[src/common/jtframe_pkg.sv]
package jtframe_pkg;

    localparam int ROMW_MAX      = 16;
    localparam int GAME_RST_HOLD = 16;

    // Status word bit positions
    localparam int ST_RST   = 0;
    localparam int ST_PAUSE = 1;
    localparam int ST_FLIP  = 2;
    localparam int ST_TEST  = 5;

    typedef struct packed {
        logic [7:0] data;
        logic       byte_valid;
        logic       frame_end;
    } spi_evt_t;

    // First byte of every SPI frame
    typedef enum logic [7:0] {
        OP_JOY1     = 8'h02,
        OP_JOY2     = 8'h03,
        OP_STATUS   = 8'h1E,
        OP_DL_START = 8'h55,
        OP_DL_DATA  = 8'h56,
        OP_DL_END   = 8'h57
    } io_op_e;

    typedef enum logic [2:0] {
        CMD_IDLE,
        CMD_STATUS,
        CMD_JOY,
        CMD_DATA,
        CMD_SKIP
    } cmd_state_e;

    typedef struct packed {
        logic [7:0] data;
        logic       valid;
        logic       start;
        logic       stop;
    } dl_evt_t;

    typedef struct packed {
        logic                cyc;
        logic                stb;
        logic                we;
        logic [ROMW_MAX-1:0] adr;
        logic [15:0]         dat;
        logic [1:0]          sel;
    } wb_req_t;

    typedef struct packed {
        logic        ack;
        logic [15:0] dat;
    } wb_rsp_t;

    // Board joystick, active high, right is bit 0
    typedef struct packed {
        logic [3:0] unused;
        logic       coin;
        logic       start;
        logic [5:0] buttons;
        logic       up;
        logic       down;
        logic       left;
        logic       right;
    } joy_word_t;

endpackage
[src/base/jtframe_io_cmd.sv]
`timescale 1ns/1ps

module jtframe_io_cmd import jtframe_pkg::*; (
    input  logic        clk_sys,
    input  logic        arst_n,
    input  spi_evt_t    spi_evt,
    output logic [31:0] status,
    output joy_word_t   joy1,
    output joy_word_t   joy2,
    output dl_evt_t     dl_evt,
    output logic        downloading
);

cmd_state_e  state;
io_op_e      op;
logic [1:0]  cnt;
logic        joy_sel;
logic [23:0] lanes;

assign op = io_op_e'(spi_evt.data);

always_ff @(posedge clk_sys or negedge arst_n) begin
    if (!arst_n) begin
        state       <= CMD_IDLE;
        cnt         <= 2'd0;
        joy_sel     <= 1'b0;
        status      <= 32'd0;
        joy1        <= '0;
        joy2        <= '0;
        dl_evt      <= '0;
        downloading <= 1'b0;
    end else begin
        dl_evt <= '0;
        if (spi_evt.frame_end) begin
            state <= CMD_IDLE;
        end else if (spi_evt.byte_valid) begin
            case (state)
                CMD_IDLE: begin
                    cnt <= 2'd0;
                    case (op)
                        OP_STATUS: state <= CMD_STATUS;
                        OP_JOY1, OP_JOY2: begin
                            state   <= CMD_JOY;
                            joy_sel <= (op == OP_JOY2);
                        end
                        OP_DL_START: begin
                            dl_evt.start <= 1'b1;
                            downloading  <= 1'b1;
                            state        <= CMD_SKIP;
                        end
                        OP_DL_DATA: state <= CMD_DATA;
                        OP_DL_END: begin
                            dl_evt.stop <= 1'b1;
                            downloading <= 1'b0;
                            state       <= CMD_SKIP;
                        end
                        default: state <= CMD_SKIP;
                    endcase
                end
                CMD_STATUS: begin
                    cnt <= cnt + 2'd1;
                    if (cnt == 2'd3) begin
                        status <= {spi_evt.data, lanes};
                        state  <= CMD_SKIP;
                    end
                end
                CMD_JOY: begin
                    cnt <= cnt + 2'd1;
                    if (cnt == 2'd1) begin
                        if (joy_sel) begin
                            joy2 <= joy_word_t'({spi_evt.data, lanes[7:0]});
                        end else begin
                            joy1 <= joy_word_t'({spi_evt.data, lanes[7:0]});
                        end
                        state <= CMD_SKIP;
                    end
                end
                CMD_DATA: begin
                    dl_evt.data  <= spi_evt.data;
                    dl_evt.valid <= 1'b1;
                end
                default: ;
            endcase
        end
    end
end

// Payload bytes, least significant first
always_ff @(posedge clk_sys) begin
    if (spi_evt.byte_valid && (state == CMD_STATUS || state == CMD_JOY)) begin
        lanes[8*cnt +: 8] <= spi_evt.data;
    end
end

endmodule

[config.mk]
export PLATFORM = sky130hd
export DESIGN_NAME = jtframe_io_cmd
export DESIGN_NICKNAME = d
export VERILOG_FILES = /design/src/common/jtframe_pkg.sv /design/src/base/jtframe_io_cmd.sv
export SDC_FILE = /design/constraint.sdc
export NUM_CORES = 1
export LEC_CHECK = 0
export BUFFER_PORTS_ARGS = -buffer_cell sky130_fd_sc_hd__buf_2
export CAP_MARGIN = 20
export CORE_ASPECT_RATIO = 1.75
export CORE_MARGIN = 4
export CORE_UTILIZATION = 58
export DETAILED_ROUTE_END_ITERATION = 10
export PLACE_DENSITY = 0.84
export SYNTH_ARGS = -nofsm -noshare
export SYNTH_HDL_FRONTEND = slang
export SYNTH_SLANG_ARGS = --single-unit
[constraint.sdc]
create_clock -name clk_sys -period 4.2 [get_ports clk_sys]
set_input_delay 0.21 -clock clk_sys [delete_from_list [all_inputs] [get_ports clk_sys]]
set_output_delay 0.21 -clock clk_sys [all_outputs]
set_load 0.02 [all_outputs]
==> out/qor.yml <==
final_layout:
  layout_commonest_cell: "buf_2"
  instances_no_fill: 461
  diodes: 0
  final_nets: 388
  design_area_mm2: 0.00506
  layout_common_cells: "86 x buf_2, 82 x dfrtp_1, 36 x mux2_2, 35 x and2_1, 28 x mux2_1"
  final_util: 0.705
  drive_gt1_frac: 0.387
  area_delta_synth_final_pct: 19.4
pwr:
  clockPowerShare: 0.426
  p_leak_nw: 2.72
  combPwrFrac: 0.033
  power_switching_mw: 0.399
  p_sw_frac: 0.204
  power_density_mw_per_mm2: 386
  p_seq_frac: 0.541
  ir_worst_vdd_uv: 395
  intPower_mw: 1.55
clock_network:
  cts_buffer_depth: 2
  clk_pin_slew_ns: 0.07
  htree_levels: 3
  clk_latency_ns: 0.34
  cts.sinks: 106
  clock-root-buffer: "clkbuf_16"
  numCtsBuffers: 9
  cts_tree: "built"
  ctsResizeCount: 0
floorplanning:
  die_y_um: 121
  core_mm2: 0.00718
  dieArea_mm2: 0.00879
  start_util: 0.590
  pin_count: 88
  rows: 41
  fp.dieW_um: 72.6
detailed_routing:
  antenna_left: 0
  drt_iter0_drc: 170
  top_layer: "met4"
  vias: 2506
  routed_wirelength_mm: 8.27
  drc: 0
  avgRoutedWirePerCell_um: 17.9
  met3_length_um: 427
  avgViaCountPerCell: 5.44
  m1WireLength_mm: 3.15
  dr.pass1.iters: 4
  met2_length_mm: 4.49
worst_setup_path:
  setup.worst_path.class: "reg -> reg"
  cp-endpoint: "joy1[2]$_DFFE_PN0P_"
  cp.arrival_ns: 2.49
  worstRegToRegCells: 6
  rr_startpoint: "cnt[1]$_DFFE_PN0P_"
  cp_cell_sequence: "inv_1 -> ha_1 -> nor2b_1 -> nand3_1 -> nor2_2 -> mux2_2"
  cpPeakStageDelay_ns: 0.62
  timing.critical_path.required_ns: 4.42
  critPathLaunchType: "flop"
  r2r_end: "joy1[2]$_DFFE_PN0P_"
  crit_fanout: 16
  r2r_setup_slack_ns: 1.94
  critPathLaunch: "cnt[1]$_DFFE_PN0P_"
  cpMaxStageDelayCell: "nor2_2"
  endpoint_kind: "flop"
global_routing:
  grt_start_max_net_pins: 83
  grtUsageTotal: 0.204
  grt_overflow_total: 0
  grt_pass1_wl_mm: 13.4
  grt_pass1_vias: 2644
  antenna_found_initial: 0
placement:
  portBuffers: 87
  globalplace.congestion: 0.841
  place_area_mm2: 0.00472
  hpwl_mm: 5.82
  dpl.cell_count: 443
  place_ws_ns: 1.97
yosys:
  synthArstFlopShare: 0.774
  ys_warn_count: 0
  avgSynthCellArea_um2: 15.0
  synth_cell_types: 39
  ys_seq_area_frac: 0.654
  synth-edff-count: 24
  synthCells: 283
  ys_seq_elements: 106
  ys.flop_type: "dfrtp_1"
  syn_nets: 301
  syn-cell-area_mm2: 0.00424
sta:
  max_freq_mhz: 442
  fin_setup_tns_ns: 0
  tightest_slew_ns: 0.872
  fin_crit_ns: 2.26
  finClkSkew_ns: 0.00584
  final-max-slew-violation-count: 0
  rsz0062_at_grt: "false"
  hold_viol: 0
  post-route-period-util: 0.539
  layout_setup_ws_ns: 1.94
  slew_headroom: 0.417
  setup_viol: 0
outcome:
  run_status: "finished, final reports clean"
worst_hold_path:
  hold_class: "in -> reg"
run:
  drv_cap: 0
[worst min-delay path by stage]
| stage | start | cells past startpoint | to |
|---|---|---|---|
| floorplan | arst_n | 0 | cnt[0]$_DFFE_PN0P_ |
| global placement | arst_n | 1 | status[18]$_DFFE_PN0P_ |
| detailed placement | arst_n | 1 | status[18]$_DFFE_PN0P_ |
| CTS | arst_n | 1 | status[18]$_DFFE_PN0P_ |
| global route | spi_evt[0] | 2 | state[1]$_DFFE_PN0P_ |
| finish | spi_evt[0] | 2 | state[0]$_DFFE_PN0P_ |
[layer usage]
layer	track usage	up-vias
li1	-	1170
met4	0.0912	0
met5	0	-
met1	0.244	1250
met2	0.350	70
met3	0.0415	16
[sequential cells by signal, summed over array words and instances, names as in the netlist]
signal       count
state            3
joy_sel          1
status          32
dl_evt          11
joy2            16
cnt              2
joy1            16
lanes           24
downloading      1
[synth_stat cells (all sizes together) (2+ instances only)]
cell | number | area share
nor3 | 2 | 0.0024
dfrtp | 82 | 0.48
nor2b | 4 | 0.0059
a21oi | 4 | 0.0047
and2 | 35 | 0.052
nand4 | 3 | 0.0059
ha | 6 | 0.018
clkbuf | 6 | 0.0056
nand2 | 6 | 0.0053
mux2 | 64 | 0.17
buf | 7 | 0.0097
a31oi | 2 | 0.0030
inv | 3 | 0.0027
o21ai | 4 | 0.0047
nor2 | 7 | 0.0068
nor3b | 4 | 0.0097
nand4b | 3 | 0.0097
nand2b | 4 | 0.0059
edfxtp | 24 | 0.17
[metrics by stage]
stage	hold slack (ns)	total power, mW
floorplan	-0.0856	1.10
global placement	0.435	1.14
detailed placement	0.442	1.14
CTS	0.0771	1.97
global route	0.166	2.02
finish	0.128	1.95
[kinds of logic after synthesis]
kind of cell | after synthesis | synth area share
fa+ha+maj | 6 | 0.0177
xor+xnor | 2 | 0.00413
compound gates | 14 | 0.0201
flops | 106 | 0.654
mux | 64 | 0.170
simple gates | 75 | 0.116
buf+inv | 16 | 0.0180
[worst max-delay path: cells and delay by family, from the launching register on]
| kind | cells | cell delay, ns |
|---|---|---|
| DFF | 1 | 0.41 |
| muxes | 1 | 0.42 |
| adders and majority gates | 1 | 0.19 |
| buffers and inverters | 1 | 0.15 |
| and+or+nand+nor | 3 | 0.97 |
[power by group through the flow]
stage	registers [mW]	logic, mW	clock network, mW
2_1_floorplan	1.08	0.0257	0
3_3_place_gp	1.08	0.0602	0
3_5_place_dp	1.08	0.0618	0
4_1_cts	1.06	0.0620	0.848
5_1_grt	1.06	0.0725	0.895
6_report	1.06	0.0642	0.831
[final cells by class]
| type | instances | area, µm² |
|---|---|---|
| Sequential cell | 106 | 2770 |
| Fill cell | 501 | 2120 |
| Multi-Input combinational cell | 161 | 1390 |
| Timing Repair Buffer | 89 | 475 |
| Clock buffer | 10 | 239 |
| Tap cell | 86 | 108 |
| Clock inverter | 6 | 65.1 |
| Inverter | 3 | 11.3 |
[repair_timing]
action / in CTS / in global routing
endpoints found under the hold margin: 0 / 33
hold buffers: 0 / 1
setup buffers: 0 / 0
Power figures use the tool's default switching activity.
