**src/common/jtframe_pkg.sv**
```systemverilog
package jtframe_pkg;

    localparam int ROMW_MAX      = 16;
    localparam int GAME_RST_HOLD = 16;

    // Status word bit positions
    localparam int ST_RST   = 0;
    localparam int ST_PAUSE = 1;
    localparam int ST_FLIP  = 2;
    localparam int ST_TEST  = 5;

    typedef struct packed {
        logic [7:0] data;
        logic       byte_valid;
        logic       frame_end;
    } spi_evt_t;

    // First byte of every SPI frame
    typedef enum logic [7:0] {
        OP_JOY1     = 8'h02,
        OP_JOY2     = 8'h03,
        OP_STATUS   = 8'h1E,
        OP_DL_START = 8'h55,
        OP_DL_DATA  = 8'h56,
        OP_DL_END   = 8'h57
    } io_op_e;

    typedef enum logic [2:0] {
        CMD_IDLE,
        CMD_STATUS,
        CMD_JOY,
        CMD_DATA,
        CMD_SKIP
    } cmd_state_e;

    typedef struct packed {
        logic [7:0] data;
        logic       valid;
        logic       start;
        logic       stop;
    } dl_evt_t;

    typedef struct packed {
        logic                cyc;
        logic                stb;
        logic                we;
        logic [ROMW_MAX-1:0] adr;
        logic [15:0]         dat;
        logic [1:0]          sel;
    } wb_req_t;

    typedef struct packed {
        logic        ack;
        logic [15:0] dat;
    } wb_rsp_t;

    // Board joystick, active high, right is bit 0
    typedef struct packed {
        logic [3:0] unused;
        logic       coin;
        logic       start;
        logic [5:0] buttons;
        logic       up;
        logic       down;
        logic       left;
        logic       right;
    } joy_word_t;

endpackage
```
**src/board/jtframe_prog_pack.sv**
```systemverilog
`timescale 1ns/1ps

module jtframe_prog_pack import jtframe_pkg::*; #(
    parameter int ROMW = 10
)(
    input  logic    clk_sys,
    input  logic    arst_n,
    input  dl_evt_t dl_evt,
    input  wb_rsp_t wb_rsp,
    output wb_req_t wb_req
);

logic [7:0]      lo_buf;
logic            lo_full;
logic [ROMW-1:0] waddr;
logic [ROMW-1:0] wadr;
logic [15:0]     wdat;
logic [1:0]      wsel;
logic            stb;
logic            take_lo, take_hi, flush;

assign take_lo = dl_evt.valid & ~lo_full;
assign take_hi = dl_evt.valid & lo_full;
// Odd byte count leaves a low byte behind at stop
assign flush   = dl_evt.stop & lo_full;

always_ff @(posedge clk_sys or negedge arst_n) begin
    if (!arst_n) begin
        lo_full <= 1'b0;
        waddr   <= '0;
        stb     <= 1'b0;
    end else begin
        if (stb && wb_rsp.ack) begin
            stb <= 1'b0;
        end
        if (dl_evt.start) begin
            lo_full <= 1'b0;
            waddr   <= '0;
        end else if (take_lo) begin
            lo_full <= 1'b1;
        end else if (take_hi || flush) begin
            lo_full <= 1'b0;
            stb     <= 1'b1;
            // Wraps past the top of the ROM
            waddr   <= waddr + 1'b1;
        end
    end
end

always_ff @(posedge clk_sys) begin
    if (take_lo) begin
        lo_buf <= dl_evt.data;
    end
    if (take_hi || flush) begin
        wadr <= waddr;
        wdat <= take_hi ? {dl_evt.data, lo_buf} : {8'h00, lo_buf};
        wsel <= take_hi ? 2'b11 : 2'b01;
    end
end

assign wb_req = '{cyc: stb, stb: stb, we: 1'b1, adr: ROMW_MAX'(wadr),
                  dat: wdat, sel: wsel};

endmodule

```
**config.mk**
```make
export PLATFORM = sky130hd
export DESIGN_NAME = jtframe_prog_pack
export DESIGN_NICKNAME = d
export VERILOG_FILES = /design/src/common/jtframe_pkg.sv /design/src/board/jtframe_prog_pack.sv
export SDC_FILE = /design/constraint.sdc
export NUM_CORES = 1
export LEC_CHECK = 0
export BUFFER_PORTS_ARGS = -buffer_cell sky130_fd_sc_hd__buf_2
export CORE_ASPECT_RATIO = 2
export CORE_MARGIN = 5
export CORE_UTILIZATION = 48
export DETAILED_ROUTE_END_ITERATION = 16
export GPL_TIMING_DRIVEN = 0
export PLACE_DENSITY = 0.74
export SLEW_MARGIN = 20
export SYNTH_ARGS = -nofsm -noshare
export SYNTH_HDL_FRONTEND = slang
export SYNTH_SLANG_ARGS = --single-unit
```
**constraint.sdc**
```tcl
create_clock -name clk_sys -period 1.8 [get_ports clk_sys]
set_input_delay 0.27 -clock clk_sys [delete_from_list [all_inputs] [get_ports clk_sys]]
set_output_delay 0.27 -clock clk_sys [all_outputs]
set_load 0.02 [all_outputs]
```
==> run_summary.xml <==
<?xml version="1.0" encoding="UTF-8"?>
<metrics>
  <group name="yosys">
    <metric name="syn-instance-count" unit="">117</metric>
    <metric name="ys_types" unit="">28</metric>
    <metric name="ys.warnings.count" unit="">0</metric>
    <metric name="ys_seq_area_frac" unit="">0.758</metric>
    <metric name="yosysTopAreaCellShare" unit="">0.589</metric>
    <metric name="synth_area_leaders" unit="">edfxtp_1 (59%), dfrtp_1 (17%), buf_4 (4.2%), and3_1 (2.8%), a21oi_1 (2.0%)</metric>
    <metric name="mappedNetlistArea" unit="um^2">1780</metric>
    <metric name="async_flop_share" unit="">0.255</metric>
    <metric name="number_of_synthesized_flops_with_an_enable_pin" unit="">35</metric>
    <metric name="synth-main-ff-cell" unit="">edfxtp_1</metric>
    <metric name="cell_type_with_the_highest_aggregate_area_in_the_netlist" unit="">edfxtp_1</metric>
    <metric name="synth.avg_cell_area" unit="um^2">15.2</metric>
    <metric name="number_of_flip_flops_and_latches_in_the_synthesized_netlist" unit="">47</metric>
  </group>
  <group name="final_layout">
    <metric name="most_frequent_cells_in_the_layout" unit="">buf_2 (42), edfxtp_1 (35), buf_4 (12), dfrtp_1 (12)</metric>
    <metric name="final_common_cell" unit="">buf_2</metric>
    <metric name="drive_gt1_frac" unit="">0.379</metric>
    <metric name="stdcell_area" unit="um^2">2230</metric>
    <metric name="syn2layout_area_growth" unit="%">25.1</metric>
    <metric name="num_antenna_cells" unit="">0</metric>
    <metric name="design.final.nets" unit="">207</metric>
    <metric name="finalNonFillerCells" unit="">226</metric>
    <metric name="fraction_of_the_core_area_covered_by_cells_at_the_end_of_the_flow" unit="">0.618</metric>
  </group>
  <group name="floorplanning">
    <metric name="initial_utilization" unit="">0.494</metric>
    <metric name="i_o_pin_cnt" unit="">67</metric>
    <metric name="die_w" unit="um">53.1</metric>
    <metric name="rows" unit="">31</metric>
    <metric name="floorplan.die_area" unit="um^2">5110</metric>
    <metric name="placeableCoreArea" unit="um^2">3610</metric>
    <metric name="dieHeight" unit="um">96.2</metric>
  </group>
  <group name="critical_path">
    <metric name="path_buf_inv" unit="">0</metric>
    <metric name="end_kind" unit="">flip-flop</metric>
    <metric name="worstSetupPathType" unit="">reg2reg</metric>
    <metric name="cp_slowest_stage_delay" unit="ns">0.42</metric>
    <metric name="path_cells" unit="">o2111ai_1 -&gt; nor4_1 -&gt; mux2_1</metric>
    <metric name="cp_data_arrival_time" unit="ns">1.78</metric>
    <metric name="critPathLaunchType" unit="">flip-flop</metric>
    <metric name="required" unit="ns">1.99</metric>
    <metric name="slowest_stage" unit="">dfrtp_1</metric>
    <metric name="crit_family" unit="">flip-flops</metric>
    <metric name="path_max_fanout" unit="">7</metric>
  </group>
  <group name="clocking">
    <metric name="clock-root-buffer" unit="">clkbuf_8</metric>
    <metric name="clock_insertion_delay_worst_skew" unit="ns">0.30</metric>
    <metric name="clk_pin_slew_worst_paths" unit="ns">0.09</metric>
    <metric name="clock_path_buffers" unit="">2</metric>
    <metric name="htreeDepth" unit="">2</metric>
    <metric name="cts-buffers-inserted" unit="">5</metric>
    <metric name="clock_tree_from_tritoncts" unit="">done</metric>
    <metric name="cts_sinks" unit="">47</metric>
  </group>
  <group name="timing">
    <metric name="slew_headroom" unit="">0.507</metric>
    <metric name="rsz0062_at_grt" unit="">false</metric>
    <metric name="tightestPinTransition" unit="ns">0.735</metric>
    <metric name="final_min_period_over_clock_period" unit="">0.882</metric>
    <metric name="final.setup_skew" unit="ns">0.00811</metric>
    <metric name="fin_worst_hold_slack" unit="ns">0.147</metric>
    <metric name="fmax" unit="GHz">0.630</metric>
    <metric name="fin_ws" unit="ns">0.212</metric>
    <metric name="timing_max_transition_violations_final" unit="">0</metric>
    <metric name="setup-violations-final" unit="">0</metric>
    <metric name="finalHoldViolations" unit="">0</metric>
    <metric name="setup_tns" unit="ns">0</metric>
    <metric name="timing.final.crit_period" unit="ns">1.59</metric>
  </group>
  <group name="placement">
    <metric name="post_place_setup_slack" unit="ns">-0.200</metric>
    <metric name="gp_congestion" unit="">0.737</metric>
    <metric name="place_hpwl" unit="um">2540</metric>
    <metric name="placement.io_buffers" unit="">42</metric>
    <metric name="placement.cell_area" unit="um^2">2080</metric>
    <metric name="numPlacedInstances" unit="">214</metric>
  </group>
  <group name="drt">
    <metric name="drt_wl_total" unit="um">3330</metric>
    <metric name="detail_route.drc_violations" unit="">0</metric>
    <metric name="drt-vias-per-instance" unit="">4.85</metric>
    <metric name="drtAntennaViolNets" unit="">0</metric>
    <metric name="detail_route.wl_per_cell" unit="um">14.7</metric>
    <metric name="firstDrtPassIters" unit="">4</metric>
    <metric name="detailroute.via_count" unit="">1097</metric>
    <metric name="detail_route.iter0.violations" unit="">15</metric>
  </group>
  <group name="status">
    <metric name="result_of_the_run" unit="">finished clean</metric>
  </group>
  <group name="global_route">
    <metric name="grt_usage" unit="">0.147</metric>
    <metric name="antenna_violations_before_repair" unit="">0</metric>
    <metric name="grt_start_max_net_pins" unit="">17</metric>
    <metric name="number_of_global_route_vias_before_repair" unit="">1149</metric>
    <metric name="grt_remaining_overflow" unit="">0</metric>
    <metric name="grt_pass1_wl" unit="um">5180</metric>
  </group>
  <group name="hold_path">
    <metric name="timing.hold.worst.class" unit="">in2reg</metric>
  </group>
  <group name="pwr">
    <metric name="worst_ir_drop_vdd" unit="V">0.000751</metric>
    <metric name="post-layout-total-power" unit="mW">2.19</metric>
    <metric name="p_per_area" unit="nW/um^2">983</metric>
    <metric name="cellLeakagePower" unit="nW">0.934</metric>
  </group>
  <group name="flow_run">
    <metric name="cap_violations" unit="">0</metric>
  </group>
</metrics>
[registers in the layout, indices dropped and copies added (netlist names)]
name	flops
wdat	16
waddr	10
wadr	10
lo_buf	8
lo_full	1
stb	1
wsel	1
[cell families (layout without fill, tap and decap cells)]
family / Yosys count / in the layout / share of synthesized area
AO/OA/AOI/OAI: 17 / 17 / 0.0575
adder cells (fa/ha/maj): 1 / 1 / 0.00702
AND/OR/NAND/NOR: 28 / 28 / 0.0926
flip-flops: 47 / 47 / 0.758
multiplexers: 2 / 2 / 0.0119
XOR/XNOR: 2 / 2 / 0.00983
other: 2 / 8 / 0.00421
buffers and inverters: 18 / 72 / 0.0589
[cell usage after synthesis, types with 2 or more instances]
library cell	instances
edfxtp_1	35
dfrtp_1	12
buf_4	10
and3_1	8
a21oi_1	7
nor2_1	6
inv_1	5
o21ai_0	5
or3_1	4
clkbuf_1	3
conb_1	2
nand2_1	2
o31ai_1	2
or4_1	2
[worst reg2reg max path, stage by stage (launching register included)]
cell	delay, ns
dfrtp_1	0.42
o2111ai_1	0.30
nor4_1	0.41
mux2_1	0.36
[power by group]
group	switching, mW	internal [mW]	total (mW)
Clock	0.356	0.421	0.776
Combinational	0.122	0.0634	0.186
Sequential	0.0148	1.22	1.23
[final timing paths]
kind	startpoint	to	slack [ns]	cells after the start
setup reg to reg	lo_full	waddr[9]	0.21	3
hold reg to reg	lo_buf[5]	wdat[5]	0.42	0
hold / removal	dl_evt[7]	lo_buf[4]	0.15	1
setup / recovery	lo_full	waddr[9]	0.21	3
min in group asynchronous	arst_n	waddr[7]	0.37	2
max in group asynchronous	arst_n	waddr[6]	1.21	2
[routing by layer]
| metal | GRT usage | up-vias | wire length (um) |
|---|---|---|---|
| met5 | 0 | - | 0 |
| met3 | 0.0527 | 6 | 211 |
| met4 | 0.0789 | 0 | 71 |
| li1 | - | 527 | - |
| met2 | 0.287 | 31 | 2050 |
| met1 | 0.114 | 533 | 998 |
[cell type report]
class,count,area (um^2)
clock buffers,5,68.8
multi-input cells,58,349
inverters,5,22.5
plain buffers,13,86.3
well taps,49,61.3
fillers,294,1380
repair inverters,1,7.51
flip-flops and latches,47,1350
clock inverters,3,47.5
repair buffers,45,235
[repair_timing]
action                                 in CTS  in global routing
hold buffers                                1                  0
cloned                                      1                  0
setup buffers                               1                  1
endpoints found under the hold margin      12                  0
gates resized for setup                     3                  0
setup endpoints to repair                  27                 13
No activity file was read; power rests on OpenSTA's default activity.
