$ cat src/common/jtframe_pkg.sv
package jtframe_pkg;

    localparam int ROMW_MAX      = 16;
    localparam int GAME_RST_HOLD = 16;

    // Status word bit positions
    localparam int ST_RST   = 0;
    localparam int ST_PAUSE = 1;
    localparam int ST_FLIP  = 2;
    localparam int ST_TEST  = 5;

    typedef struct packed {
        logic [7:0] data;
        logic       byte_valid;
        logic       frame_end;
    } spi_evt_t;

    // First byte of every SPI frame
    typedef enum logic [7:0] {
        OP_JOY1     = 8'h02,
        OP_JOY2     = 8'h03,
        OP_STATUS   = 8'h1E,
        OP_DL_START = 8'h55,
        OP_DL_DATA  = 8'h56,
        OP_DL_END   = 8'h57
    } io_op_e;

    typedef enum logic [2:0] {
        CMD_IDLE,
        CMD_STATUS,
        CMD_JOY,
        CMD_DATA,
        CMD_SKIP
    } cmd_state_e;

    typedef struct packed {
        logic [7:0] data;
        logic       valid;
        logic       start;
        logic       stop;
    } dl_evt_t;

    typedef struct packed {
        logic                cyc;
        logic                stb;
        logic                we;
        logic [ROMW_MAX-1:0] adr;
        logic [15:0]         dat;
        logic [1:0]          sel;
    } wb_req_t;

    typedef struct packed {
        logic        ack;
        logic [15:0] dat;
    } wb_rsp_t;

    // Board joystick, active high, right is bit 0
    typedef struct packed {
        logic [3:0] unused;
        logic       coin;
        logic       start;
        logic [5:0] buttons;
        logic       up;
        logic       down;
        logic       left;
        logic       right;
    } joy_word_t;

endpackage
$ cat src/base/jtframe_spi_rx.sv
`timescale 1ns/1ps

module jtframe_spi_rx import jtframe_pkg::*; (
    input  logic     clk_sys,
    input  logic     arst_n,
    input  logic     SPI_SCK,
    input  logic     SPI_DI,
    input  logic     SPI_SS2,
    output spi_evt_t spi_evt
);

logic [1:0] sck_sync, di_sync, ss_sync;
logic       sck_last, ss_last;
logic       sck_rise;
logic [2:0] bit_cnt;
logic [6:0] shreg;

assign sck_rise = sck_sync[1] & ~sck_last;

// Pin synchronizers, select idles high
always_ff @(posedge clk_sys or negedge arst_n) begin
    if (!arst_n) begin
        sck_sync <= 2'b00;
        di_sync  <= 2'b00;
        ss_sync  <= 2'b11;
        sck_last <= 1'b0;
        ss_last  <= 1'b1;
    end else begin
        sck_sync <= {sck_sync[0], SPI_SCK};
        di_sync  <= {di_sync[0], SPI_DI};
        ss_sync  <= {ss_sync[0], SPI_SS2};
        sck_last <= sck_sync[1];
        ss_last  <= ss_sync[1];
    end
end

always_ff @(posedge clk_sys or negedge arst_n) begin
    if (!arst_n) begin
        bit_cnt <= 3'd0;
        spi_evt <= '0;
    end else begin
        spi_evt.byte_valid <= 1'b0;
        spi_evt.frame_end  <= ss_sync[1] & ~ss_last;
        if (ss_sync[1]) begin
            bit_cnt <= 3'd0;
        end else if (sck_rise) begin
            bit_cnt <= bit_cnt + 3'd1;
            // Eighth bit completes the byte
            if (bit_cnt == 3'd7) begin
                spi_evt.data       <= {shreg, di_sync[1]};
                spi_evt.byte_valid <= 1'b1;
            end
        end
    end
end

// MSB first
always_ff @(posedge clk_sys) begin
    if (sck_rise) begin
        shreg <= {shreg[5:0], di_sync[1]};
    end
end

endmodule

$ cat config.mk
export PLATFORM = sky130hd
export DESIGN_NAME = jtframe_spi_rx
export DESIGN_NICKNAME = d
export VERILOG_FILES = /design/src/common/jtframe_pkg.sv /design/src/base/jtframe_spi_rx.sv
export SDC_FILE = /design/constraint.sdc
export NUM_CORES = 1
export LEC_CHECK = 0
export BUFFER_PORTS_ARGS = -buffer_cell sky130_fd_sc_hd__clkbuf_2
export CAP_MARGIN = 30
export CORE_MARGIN = 2
export CORE_UTILIZATION = 48
export CTS_CLUSTER_SIZE = 14
export DETAILED_ROUTE_END_ITERATION = 8
export GPL_TIMING_DRIVEN = 0
export MAX_ROUTING_LAYER = met4
export PLACE_DENSITY = 0.76
export SLEW_MARGIN = 10
export SYNTH_ARGS = -nofsm -noshare
export SYNTH_HDL_FRONTEND = slang
export SYNTH_SLANG_ARGS = --single-unit
$ cat constraint.sdc
create_clock -name clk_sys -period 1.36 [get_ports clk_sys]
set_input_delay 0 -clock clk_sys [delete_from_list [all_inputs] [get_ports clk_sys]]
set_output_delay 0 -clock clk_sys [all_outputs]
set_load 0.05 [all_outputs]
==> results.yml, run 1 <==
run_status:
  status: "finished, violations left"
  violations: "negative setup slack"
critical_path:
  worstSetupStartpoint: "bit_cnt[0]"
  critPathLaunchType: "register"
  arrival_ns: 1.71
  required_ns: 1.58
  cp_max_fo: 5
  cp-end-kind: "register"
  critPathKind: "register to register"
  r2r_start: "bit_cnt[0]"
die:
  dieArea_mm2: 0.002427
  start_util_pct: 50.64
  io_pins: 15
  placementRows: 16
  die_width_um: 49.27
  placeableCoreArea_mm2: 0.001942
  dieHeight_um: 49.27
clock_network:
  clock_path_buffers: 2
  clock-sinks: 28
  cts.clk_slew.worst_paths_ns: 0.14
  cts_tree: "done"
  cts_buffers: 3
  clk_latency_ns: 0.32
  cts_htree_levels: 1
  root_buffer: "clkbuf_4"
yosys:
  synthArstFlopShare_pct: 75.00
  synth_area_leaders: "dfrtp_1, edfxtp_1, mux2_4, dfstp_2, ha_1"
  ys_seq_area_share_pct: 75.19
  syn-cell-area_um2: 983.4
  ys_ff_latch: 28
  synth_cell_types: 13
  syn_nets: 57
  syn_inst: 50
  ys.flop_type: "dfrtp_1"
  synth_top_cell_area_share_pct: 45.80
  synth.avg_cell_area_um2: 19.67
  yosysMostFrequentCell: "dfrtp_1"
  synth_common_cells: "dfrtp_1, mux2_4, edfxtp_1"
  yosys.area.top_type: "dfrtp_1"
  ys_warn_count: 0
  synth_edf_count: 7
layout:
  nets: 84
  syn_to_final_growth_pct: 21.25
  antennaDiodeCount: 0
  finish.utilization_pct: 61.40
  drive_gt1_share_pct: 48.68
pwr:
  sw_frac_of_total_pct: 21.20
  finalPower_mw: 1.308
  p_seq_share_pct: 69.3
  switching_power_uw: 277.3
  combPwrFrac_pct: 5.0
  internal-power_mw: 1.031
  p_per_area_mw_per_mm2: 1097
  clockPowerShare_pct: 25.7
  peakVddDrop_uv: 735.5
  leakage_nw: 0.5859
run:
  maxCapViolCount: 0
drt:
  drt_first_pass_iters: 4
  vias_per_cell: 4.680
  totalWireLength_um: 1459
  ant_nets: 0
  wl_per_cell_um: 14.17
  drcViolationCount: 0
  drtIter0Drc: 16
  vias: 482
timing:
  fmax_mhz: 669.4
  rsz0062_at_grt: "true"
  fin_crit_ns: 1.494
  tightest_slew_ns: 0.4996
  setup_viol: 8
  final-max-slew-violation-count: 0
  fin_crit_sh_pct: 109.8
  slew_headroom_pct: 66.69
  finalClockSkew_ns: 0.01089
  fin_ws_ns: -0.1339
  hold_viol: 0
placed_design:
  gp_congestion: 0.6839
  place_ws_ns: -0.07975
  dp_hpwl_um: 892.7
  port-buffer-count: 14
global_route:
  grt_util_all_layers_pct: 14.53
  gr-total-overflow: 0
  antenna_found_initial: 0
  grt_max_degree: 22
  grt_pass1_vias: 492
  grt_pass1_wl_um: 2401
min_path:
  hold_class: "input pin to async pin"
[layer usage]
metal | GRT usage, % | share of wire (%) | wire length (µm) | vias up
met5 | - | 0 | 0 | -
met4 | 7.143 | 1.7 | 25 | 0
met3 | 3.681 | 4.0 | 58 | 4
met2 | 23.87 | 52 | 759 | 15
met1 | 16.49 | 42 | 615 | 241
li1 | - | - | - | 222
[cells in the final DEF, fill, tap and decap left out]
cell type	count
ha_1	1
dfrtp_1	18
nor2_1	3
clkinv_1	1
dlygate4sd3_1	4
mux2i_1	2
buf_4	4
inv_1	1
nor3b_4	1
ha_2	1
clkbuf_2	14
buf_6	2
dfstp_2	3
nand2b_4	1
nor2b_1	1
xor2_1	1
clkbuf_4	3
edfxtp_1	7
mux2_4	8
[cell type report]
cell class,instances,area (µm²)
plain buffers,2,22.52
clock buffers,3,22.52
clock inverters,1,3.754
fillers,151,749.5
inverters,1,3.754
multi-input cells,19,226.5
flip-flops and latches,28,739.5
well taps,27,33.78
repair buffers,22,140.1
[power groups by stage]
stage | Sequential, mW | Combinational (mW) | Clock [mW]
finish | 0.907 | 0.0657 | 0.336
CTS | 0.907 | 0.0619 | 0.343
floorplan | 0.924 | 0.0207 | 0
detailed placement | 0.923 | 0.0484 | 0
global route | 0.909 | 0.0735 | 0.372
global placement | 0.920 | 0.0470 | 0
[repair_timing]
action	4_1_cts	5_1_grt
gates cloned	1	0
buffers inserted	1	2
gates resized for setup	2	0
setup endpoints to repair	8	8
hold endpoints to repair	24	0
hold buffers	4	0
[state kept, by name, indices dropped and copies added, names as in the netlist]
signal / cells
spi_evt: 10
shreg: 7
bit_cnt: 3
di_sync: 2
sck_sync: 2
ss_sync: 2
sck_last: 1
ss_last: 1
[critical path: stages, from the launching register on]
cell,delay (ns)
dfrtp_1,0.39
ha_2,0.17
ha_1,0.14
nor3b_4,0.22
buf_6,0.17
mux2_4,0.31
[path summary, 6_finish.rpt]
kind | cells after the start | slack [ns] | to
worst max-delay path | 5 | -0.13 | spi_evt[6]
worst min-delay path | 2 | 0.15 | spi_evt[4]
worst max register to register | 5 | -0.13 | spi_evt[6]
worst min register to register | 0 | 0.36 | sck_sync[1]
max in group asynchronous | 2 | 0.84 | ss_last
min in group clk_sys | 2 | 0.30 | ss_sync[0]
[metrics by stage]
| step | cell area [µm²] | hold WS, ns | cells | TNS, ns |
|---|---|---|---|---|
| floorplan | 985.9 | -0.2956 | 50 | -0.1935 |
| global placement | 1090 | -0.01364 | 91 | -0.4503 |
| detailed placement | 1090 | -0.005573 | 91 | -0.5848 |
| CTS | 1177 | 0.1663 | 101 | -0.7373 |
| global route | 1192 | 0.1829 | 103 | -1.595 |
| finish | 1192 | 0.1467 | 103 | -0.9868 |
[cells by family (layout without fill, tap and decap cells)]
group	Yosys count	in the layout	share of synthesized area (%)
simple gates	6	6	4.453
fa+ha+maj	2	2	2.544
flops	28	28	75.19
mux	10	10	14.25
xor+xnor	1	1	0.8907
buf+inv	3	29	2.671
(Power assumes the default switching activity.)
==> run 2: changes to the inputs <==
--- a/config.mk
+++ b/config.mk
@@ -5,6 +5,7 @@
 export SDC_FILE = /design/constraint.sdc
 export NUM_CORES = 1
 export LEC_CHECK = 0
+export ABC_AREA = 1
 export BUFFER_PORTS_ARGS = -buffer_cell sky130_fd_sc_hd__clkbuf_2
 export CAP_MARGIN = 30
 export CORE_MARGIN = 2
@@ -13,7 +14,7 @@
 export DETAILED_ROUTE_END_ITERATION = 8
 export GPL_TIMING_DRIVEN = 0
 export MAX_ROUTING_LAYER = met4
-export PLACE_DENSITY = 0.76
+export PLACE_DENSITY = 0.72
 export SLEW_MARGIN = 10
 export SYNTH_ARGS = -nofsm -noshare
 export SYNTH_HDL_FRONTEND = slang
==> run 2 against run 1 <==
  * The flow now finishes without violations
  * Synthesized cell count grew 48%
  * Wire length grew 11%
  * Cell area shrank 0.21%
  * Count of clock-buffer cells in the layout is the same
  * Die area grew 0.10%
  * Register-to-register slack gained 0.23 ns
  * Via count grew 28%
  * Critical path depth grew 1
  * First-iteration DRC count shrank 38%
  * Sequential power is essentially flat
  * Combinational power grew 6.5%
  * Total power grew 0.37%
==> results.yml, run 2 <==
min_path:
  hold_class: "input pin to async pin"
placed_design:
  post_dp_cell_area_mm2: 0.001089
  dp_hpwl_um: 1023
  port-buffer-count: 14
  gp_congestion: 0.7364
timing:
  tightest_slew_ns: 0.5028
  finalClockSkew_ns: 0.006634
  setup_viol: 0
  setup_tns_ns: 0
  slew_headroom_pct: 66.48
  fin_crit_sh_pct: 93.21
  hold_viol: 0
  fin_crit_ns: 1.268
  rsz0062_at_grt: "false"
  fmax_mhz: 788.9
  final-max-slew-violation-count: 0
yosys:
  synth_area_leaders: "dfrtp_1, edfxtp_1, dfstp_2, nand2_1, nand4_1"
  yosysMostFrequentCell: "nand2_1"
  synth_cell_types: 15
  synth_top_cell_area_share_pct: 45.74
  ys.flop_type: "dfrtp_1"
  synth.avg_cell_area_um2: 13.31
  syn_inst: 74
  ys_ff_latch: 28
  synth_edf_count: 7
  yosys.area.top_type: "dfrtp_1"
  ys_warn_count: 0
  synth_common_cells: "nand2_1, dfrtp_1, nand4_1"
  synthArstFlopShare_pct: 75.00
  syn_nets: 81
  syn-cell-area_um2: 984.7
  ys_seq_area_share_pct: 75.10
global_route:
  grt_pass1_wl_um: 2787
  grt_pass1_vias: 604
  grt_max_degree: 22
  antenna_found_initial: 0
  grt_util_all_layers_pct: 16.15
  gr-total-overflow: 0
drt:
  totalWireLength_um: 1613
  vias: 618
  drcViolationCount: 0
  drtIter0Drc: 10
  ant_nets: 0
  vias_per_cell: 4.944
  wl_per_cell_um: 12.90
  drt_first_pass_iters: 4
clock_network:
  root_buffer: "clkbuf_4"
  cts_tree: "done"
  clk_latency_ns: 0.32
  clock-sinks: 28
  clock_path_buffers: 2
  cts_htree_levels: 1
  cts.clk_slew.worst_paths_ns: 0.14
  cts_buffers: 3
critical_path:
  cp_cell_sequence: "ha_1, ha_1, buf_6, nand4_2, nand2_1, nand2_1"
  crit_path_top_delay_cell: "dfrtp_1"
  cp-end-kind: "register"
  arrival_ns: 1.50
  cp_max_fo: 10
  cpPeakStageDelay_ns: 0.39
  required_ns: 1.59
  critPathKind: "register to register"
  r2r_slack_ns: 0.09
  critPathLaunchType: "register"
die:
  placeableCoreArea_mm2: 0.001942
  io_pins: 15
  die_width_um: 49.29
  dieHeight_um: 49.29
  placementRows: 16
  start_util_pct: 50.71
  dieArea_mm2: 0.002430
pwr:
  internal-power_mw: 1.022
  clockPowerShare_pct: 25.6
  finalPower_mw: 1.313
  p_per_area_mw_per_mm2: 1104
  leakage_nw: 0.6114
  p_seq_share_pct: 69.0
  peakVddDrop_uv: 662.1
  combPwrFrac_pct: 5.3
  switching_power_uw: 291.0
  sw_frac_of_total_pct: 22.16
run:
  maxCapViolCount: 0
layout:
  final_common_cell: "nand2_1"
  top_register: "spi_evt"
  final_cell_mix: "nand2_1, dfrtp_1, clkbuf_2"
  syn_to_final_growth_pct: 20.84
  largest_register_ffs: 10
  reg.largest.list: "spi_evt: 10 flops, shreg: 7 flops, bit_cnt: 3 flops"
  stdcell_area_mm2: 0.001190
  drive_gt1_share_pct: 29.59
  nets: 106
  antennaDiodeCount: 0
run_status:
  status: "complete, no violations"
[run 2: kinds of logic (layout without fill, tap and decap cells)]
group | Yosys count | in the layout | share of synthesized area (%)
and+or+nand+nor | 36 | 37 | 18.93
DFF | 28 | 28 | 75.10
buffers and inverters | 7 | 30 | 2.923
adders and majority gates | 2 | 2 | 2.541
AOI/OAI and AO/OA | 1 | 1 | 0.5078
[run 2: critical path, delay by kind of cell (launching register included)]
family	cells	cell delay (ns)
buffers and inverters	1	0.15
AND/OR/NAND/NOR	3	0.33
adder cells (fa/ha/maj)	2	0.32
flip-flops	1	0.39
[run 2: power by group through the flow]
stage / combinational [mW] / sequential [mW] / clock, mW
after CTS: 0.0665 / 0.906 / 0.349
after global placement: 0.0538 / 0.920 / 0
after floorplan: 0.0254 / 0.924 / 0
final: 0.0700 / 0.907 / 0.336
after global routing: 0.0787 / 0.910 / 0.383
after detailed placement: 0.0566 / 0.922 / 0
[run 2: layout make-up]
class	instances	area [µm²]
clock inverters	1	3.754
well taps	27	33.78
repair buffers	19	117.6
multi-input cells	40	237.7
flip-flops and latches	28	739.5
clock buffers	3	22.52
plain buffers	2	16.27
fillers	166	752.0
inverters	5	18.77
[run 2: per-stage QoR]
stage	util, %	hold WS (ns)	cells	worst slack, ns
4_1_cts	60.05	0.1718	123	0.01929
3_3_place_gp	56.06	-0.01507	115	-0.07199
5_1_grt	61.28	0.2002	125	0.004970
6_report	61.28	0.1553	125	0.09235
2_1_floorplan	-	-0.2956	74	0.1280
3_5_place_dp	56.06	0.0007217	115	-0.1170
[run 2: path summary, 6_finish.rpt]
kind	from	to	cells after the start
setup / recovery	bit_cnt[0]	spi_evt[8]	6
hold / removal	arst_n	spi_evt[5]	2
setup reg to reg	bit_cnt[0]	spi_evt[8]	6
hold reg to reg	sck_sync[0]	sck_sync[1]	0
max in group asynchronous	arst_n	ss_last	2
min in group clk_sys	SPI_SS2	ss_sync[0]	2
[run 2: repair_timing]
item	in CTS	in global routing
hold endpoints to repair	24	0
gates cloned	0	1
hold buffers	4	0
pin swaps	0	1
setup endpoints to repair	9	9
gates resized for setup	2	1
setup buffers	0	1
[run 2: metal layers]
metal  track usage, %  routed length (µm)  up-vias
met5                -                   0        -
met4            8.571                  42        0
met3            2.761                  48        4
met2            25.23                 762       13
met1            20.17                 760      299
li1                 -                   -      302
==> run 3: changes to the inputs <==
--- a/config.mk
+++ b/config.mk
@@ -9,12 +9,12 @@
 export BUFFER_PORTS_ARGS = -buffer_cell sky130_fd_sc_hd__clkbuf_2
 export CAP_MARGIN = 30
 export CORE_MARGIN = 2
-export CORE_UTILIZATION = 48
+export CORE_UTILIZATION = 53
 export CTS_CLUSTER_SIZE = 14
 export DETAILED_ROUTE_END_ITERATION = 8
 export GPL_TIMING_DRIVEN = 0
 export MAX_ROUTING_LAYER = met4
-export PLACE_DENSITY = 0.72
+export PLACE_DENSITY = 0.75
 export SLEW_MARGIN = 10
 export SYNTH_ARGS = -nofsm -noshare
 export SYNTH_HDL_FRONTEND = slang
==> constraint.sdc (replaced) <==
create_clock -name clk_sys -period 1.4 [get_ports clk_sys]
set_input_delay 0 -clock clk_sys [delete_from_list [all_inputs] [get_ports clk_sys]]
set_output_delay 0 -clock clk_sys [all_outputs]
set_load 0.05 [all_outputs]
==> run 3 against run 2 <==
  * Via count increased by 1.8%
  * Wire length decreased by 6.1%
  * Flip-flop and latch count is the same
==> results.yml, run 3 (synthesized netlist as in run 2, its figures left out) <==
placed_design:
  gp_congestion: 0.7267
  port-buffer-count: 14
  dp_hpwl_um: 986.8
  place_ws_ns: -0.003882
drt:
  wl_per_cell_um: 12.42
  drtIter0Drc: 13
  ant_nets: 0
  drcViolationCount: 0
  drt_first_pass_iters: 4
  vias_per_cell: 5.156
  totalWireLength_um: 1515
  vias: 629
die:
  io_pins: 15
  placementRows: 15
  placeableCoreArea_mm2: 0.001745
  start_util_pct: 56.42
  dieArea_mm2: 0.002219
  dieHeight_um: 47.11
  die_width_um: 47.11
clock_network:
  clk_latency_ns: 0.32
  cts_buffers: 3
  root_buffer: "clkbuf_4"
  cts.clk_slew.worst_paths_ns: 0.14
  cts_htree_levels: 1
  cts_tree: "done"
  clock-sinks: 28
  clock_path_buffers: 2
  post-cts-setup-buffer-count: 0
critical_path:
  cp-end-kind: "register"
  critPathKind: "register to register"
  required_ns: 1.67
  cp_max_fo: 10
  cp_cell_sequence: "ha_1, ha_1, buf_4, nand4_4, nand2_1, nand2_1"
  r2r_slack_ns: 0.1
  critPathLaunchType: "register"
  cpPeakStageDelay_ns: 0.43
  crit_path_top_delay_cell: "dfrtp_1"
  arrival_ns: 1.58
layout:
  final_common_cell: "nand2_1"
  syn_to_final_growth_pct: 20.33
  drive_gt1_share_pct: 28.87
  reg.largest.list: "spi_evt: 10 flops, shreg: 7 flops, bit_cnt: 3 flops"
  final_cell_mix: "nand2_1, dfrtp_1, clkbuf_2"
  largest_register_ffs: 10
  nets: 105
  top_register: "spi_evt"
  n_fill_cell: 126
  antennaDiodeCount: 0
timing:
  fin_crit_sh_pct: 93.05
  hold_viol: 0
  fin_ws_ns: 0.09731
  fmax_mhz: 767.6
  tightest_slew_ns: 0.5061
  rsz0062_at_grt: "false"
  setup_viol: 0
  fin_hold_ws_ns: 0.1563
  slew_headroom_pct: 66.26
  final-max-slew-violation-count: 0
  fin_crit_ns: 1.303
  finalClockSkew_ns: 0.002566
pwr:
  clockPowerShare_pct: 25.7
  peakVddDrop_uv: 824.6
  leakage_nw: 0.6056
  switching_power_uw: 283.0
  combPwrFrac_pct: 5.1
  sw_frac_of_total_pct: 22.22
  p_seq_share_pct: 69.2
  internal-power_uw: 990.8
  p_per_area_mw_per_mm2: 1075
global_route:
  grt_util_all_layers_pct: 16.51
  grt_pass1_vias: 562
  gr-total-overflow: 0
  grt_pass1_wl_um: 2325
  antenna_found_initial: 0
  grt_max_degree: 22
run_status:
  status: "complete, no violations"
run:
  maxCapViolCount: 0
min_path:
  hold_class: "input pin to async pin"
-- run 3: changes by cell type in the layout (fill, tap and decap cells not counted), sizes merged --
cell	delta
buf	-1
-- run 3: cell type report --
type	count	area [µm²]	share of cell area, %
Multi-Input combinational cell	40	246.5	20.80
Clock buffer	3	22.52	1.901
Inverter	5	18.77	1.584
Timing Repair Buffer	18	110.1	9.293
Clock inverter	1	3.754	0.3168
Buffer	2	12.51	1.056
Tap cell	25	31.28	2.640
Sequential cell	28	739.5	62.41
-- run 3: path summary, 6_finish.rpt --
| check | start | endpoint | cells past startpoint |
|---|---|---|---|
| min | arst_n | spi_evt[0] | 2 |
| max reg2reg | bit_cnt[0] | spi_evt[2] | 6 |
| min reg2reg | ss_sync[0] | ss_sync[1] | 0 |
| max in group asynchronous | arst_n | ss_sync[0] | 2 |
| min in group clk_sys | SPI_SS2 | ss_sync[0] | 2 |
| max | bit_cnt[0] | spi_evt[2] | 6 |
-- run 3: through the flow --
step	setup TNS, ns	total power, mW	instance area, µm²	cells	util (%)
2_1_floorplan	0	0.9221	984.7	74	-
3_3_place_gp	-0.05348	0.9463	1086	113	62.22
3_5_place_dp	-0.003882	0.9496	1086	113	62.22
4_1_cts	0	1.283	1161	121	66.52
5_1_grt	0	1.328	1185	122	67.89
6_report	0	1.274	1185	122	67.89
-- run 3: power by group through the flow --
| stage | clock network, mW | logic (mW) | registers, mW |
|---|---|---|---|
| after floorplan | 0 | 0.0246 | 0.897 |
| after global routing | 0.372 | 0.0721 | 0.884 |
| after global placement | 0 | 0.0521 | 0.894 |
| after detailed placement | 0 | 0.0543 | 0.895 |
| after CTS | 0.339 | 0.0639 | 0.880 |
| final | 0.327 | 0.0654 | 0.881 |
-- run 3: layer usage --
metal	vias to the layer above	GRT usage, %	routed length [µm]
met3	2	4.615	51
met1	308	18.04	710
li1	301	-	-
met2	18	27.40	721
met5	-	-	0
met4	0	8.333	32
-- run 3: what timing repair did --
action,CTS,global route
gates cloned,0,1
resized for setup,1,3
endpoints found under the setup margin,8,8
hold buffers,4,0
hold endpoints to repair,24,0
-- run 3: critical path, delay by kind of cell (launching register included) --
family / cells / cell delay [ns]
fa+ha+maj: 2 / 0.37
buf+inv: 1 / 0.18
flops: 1 / 0.43
simple gates: 3 / 0.26
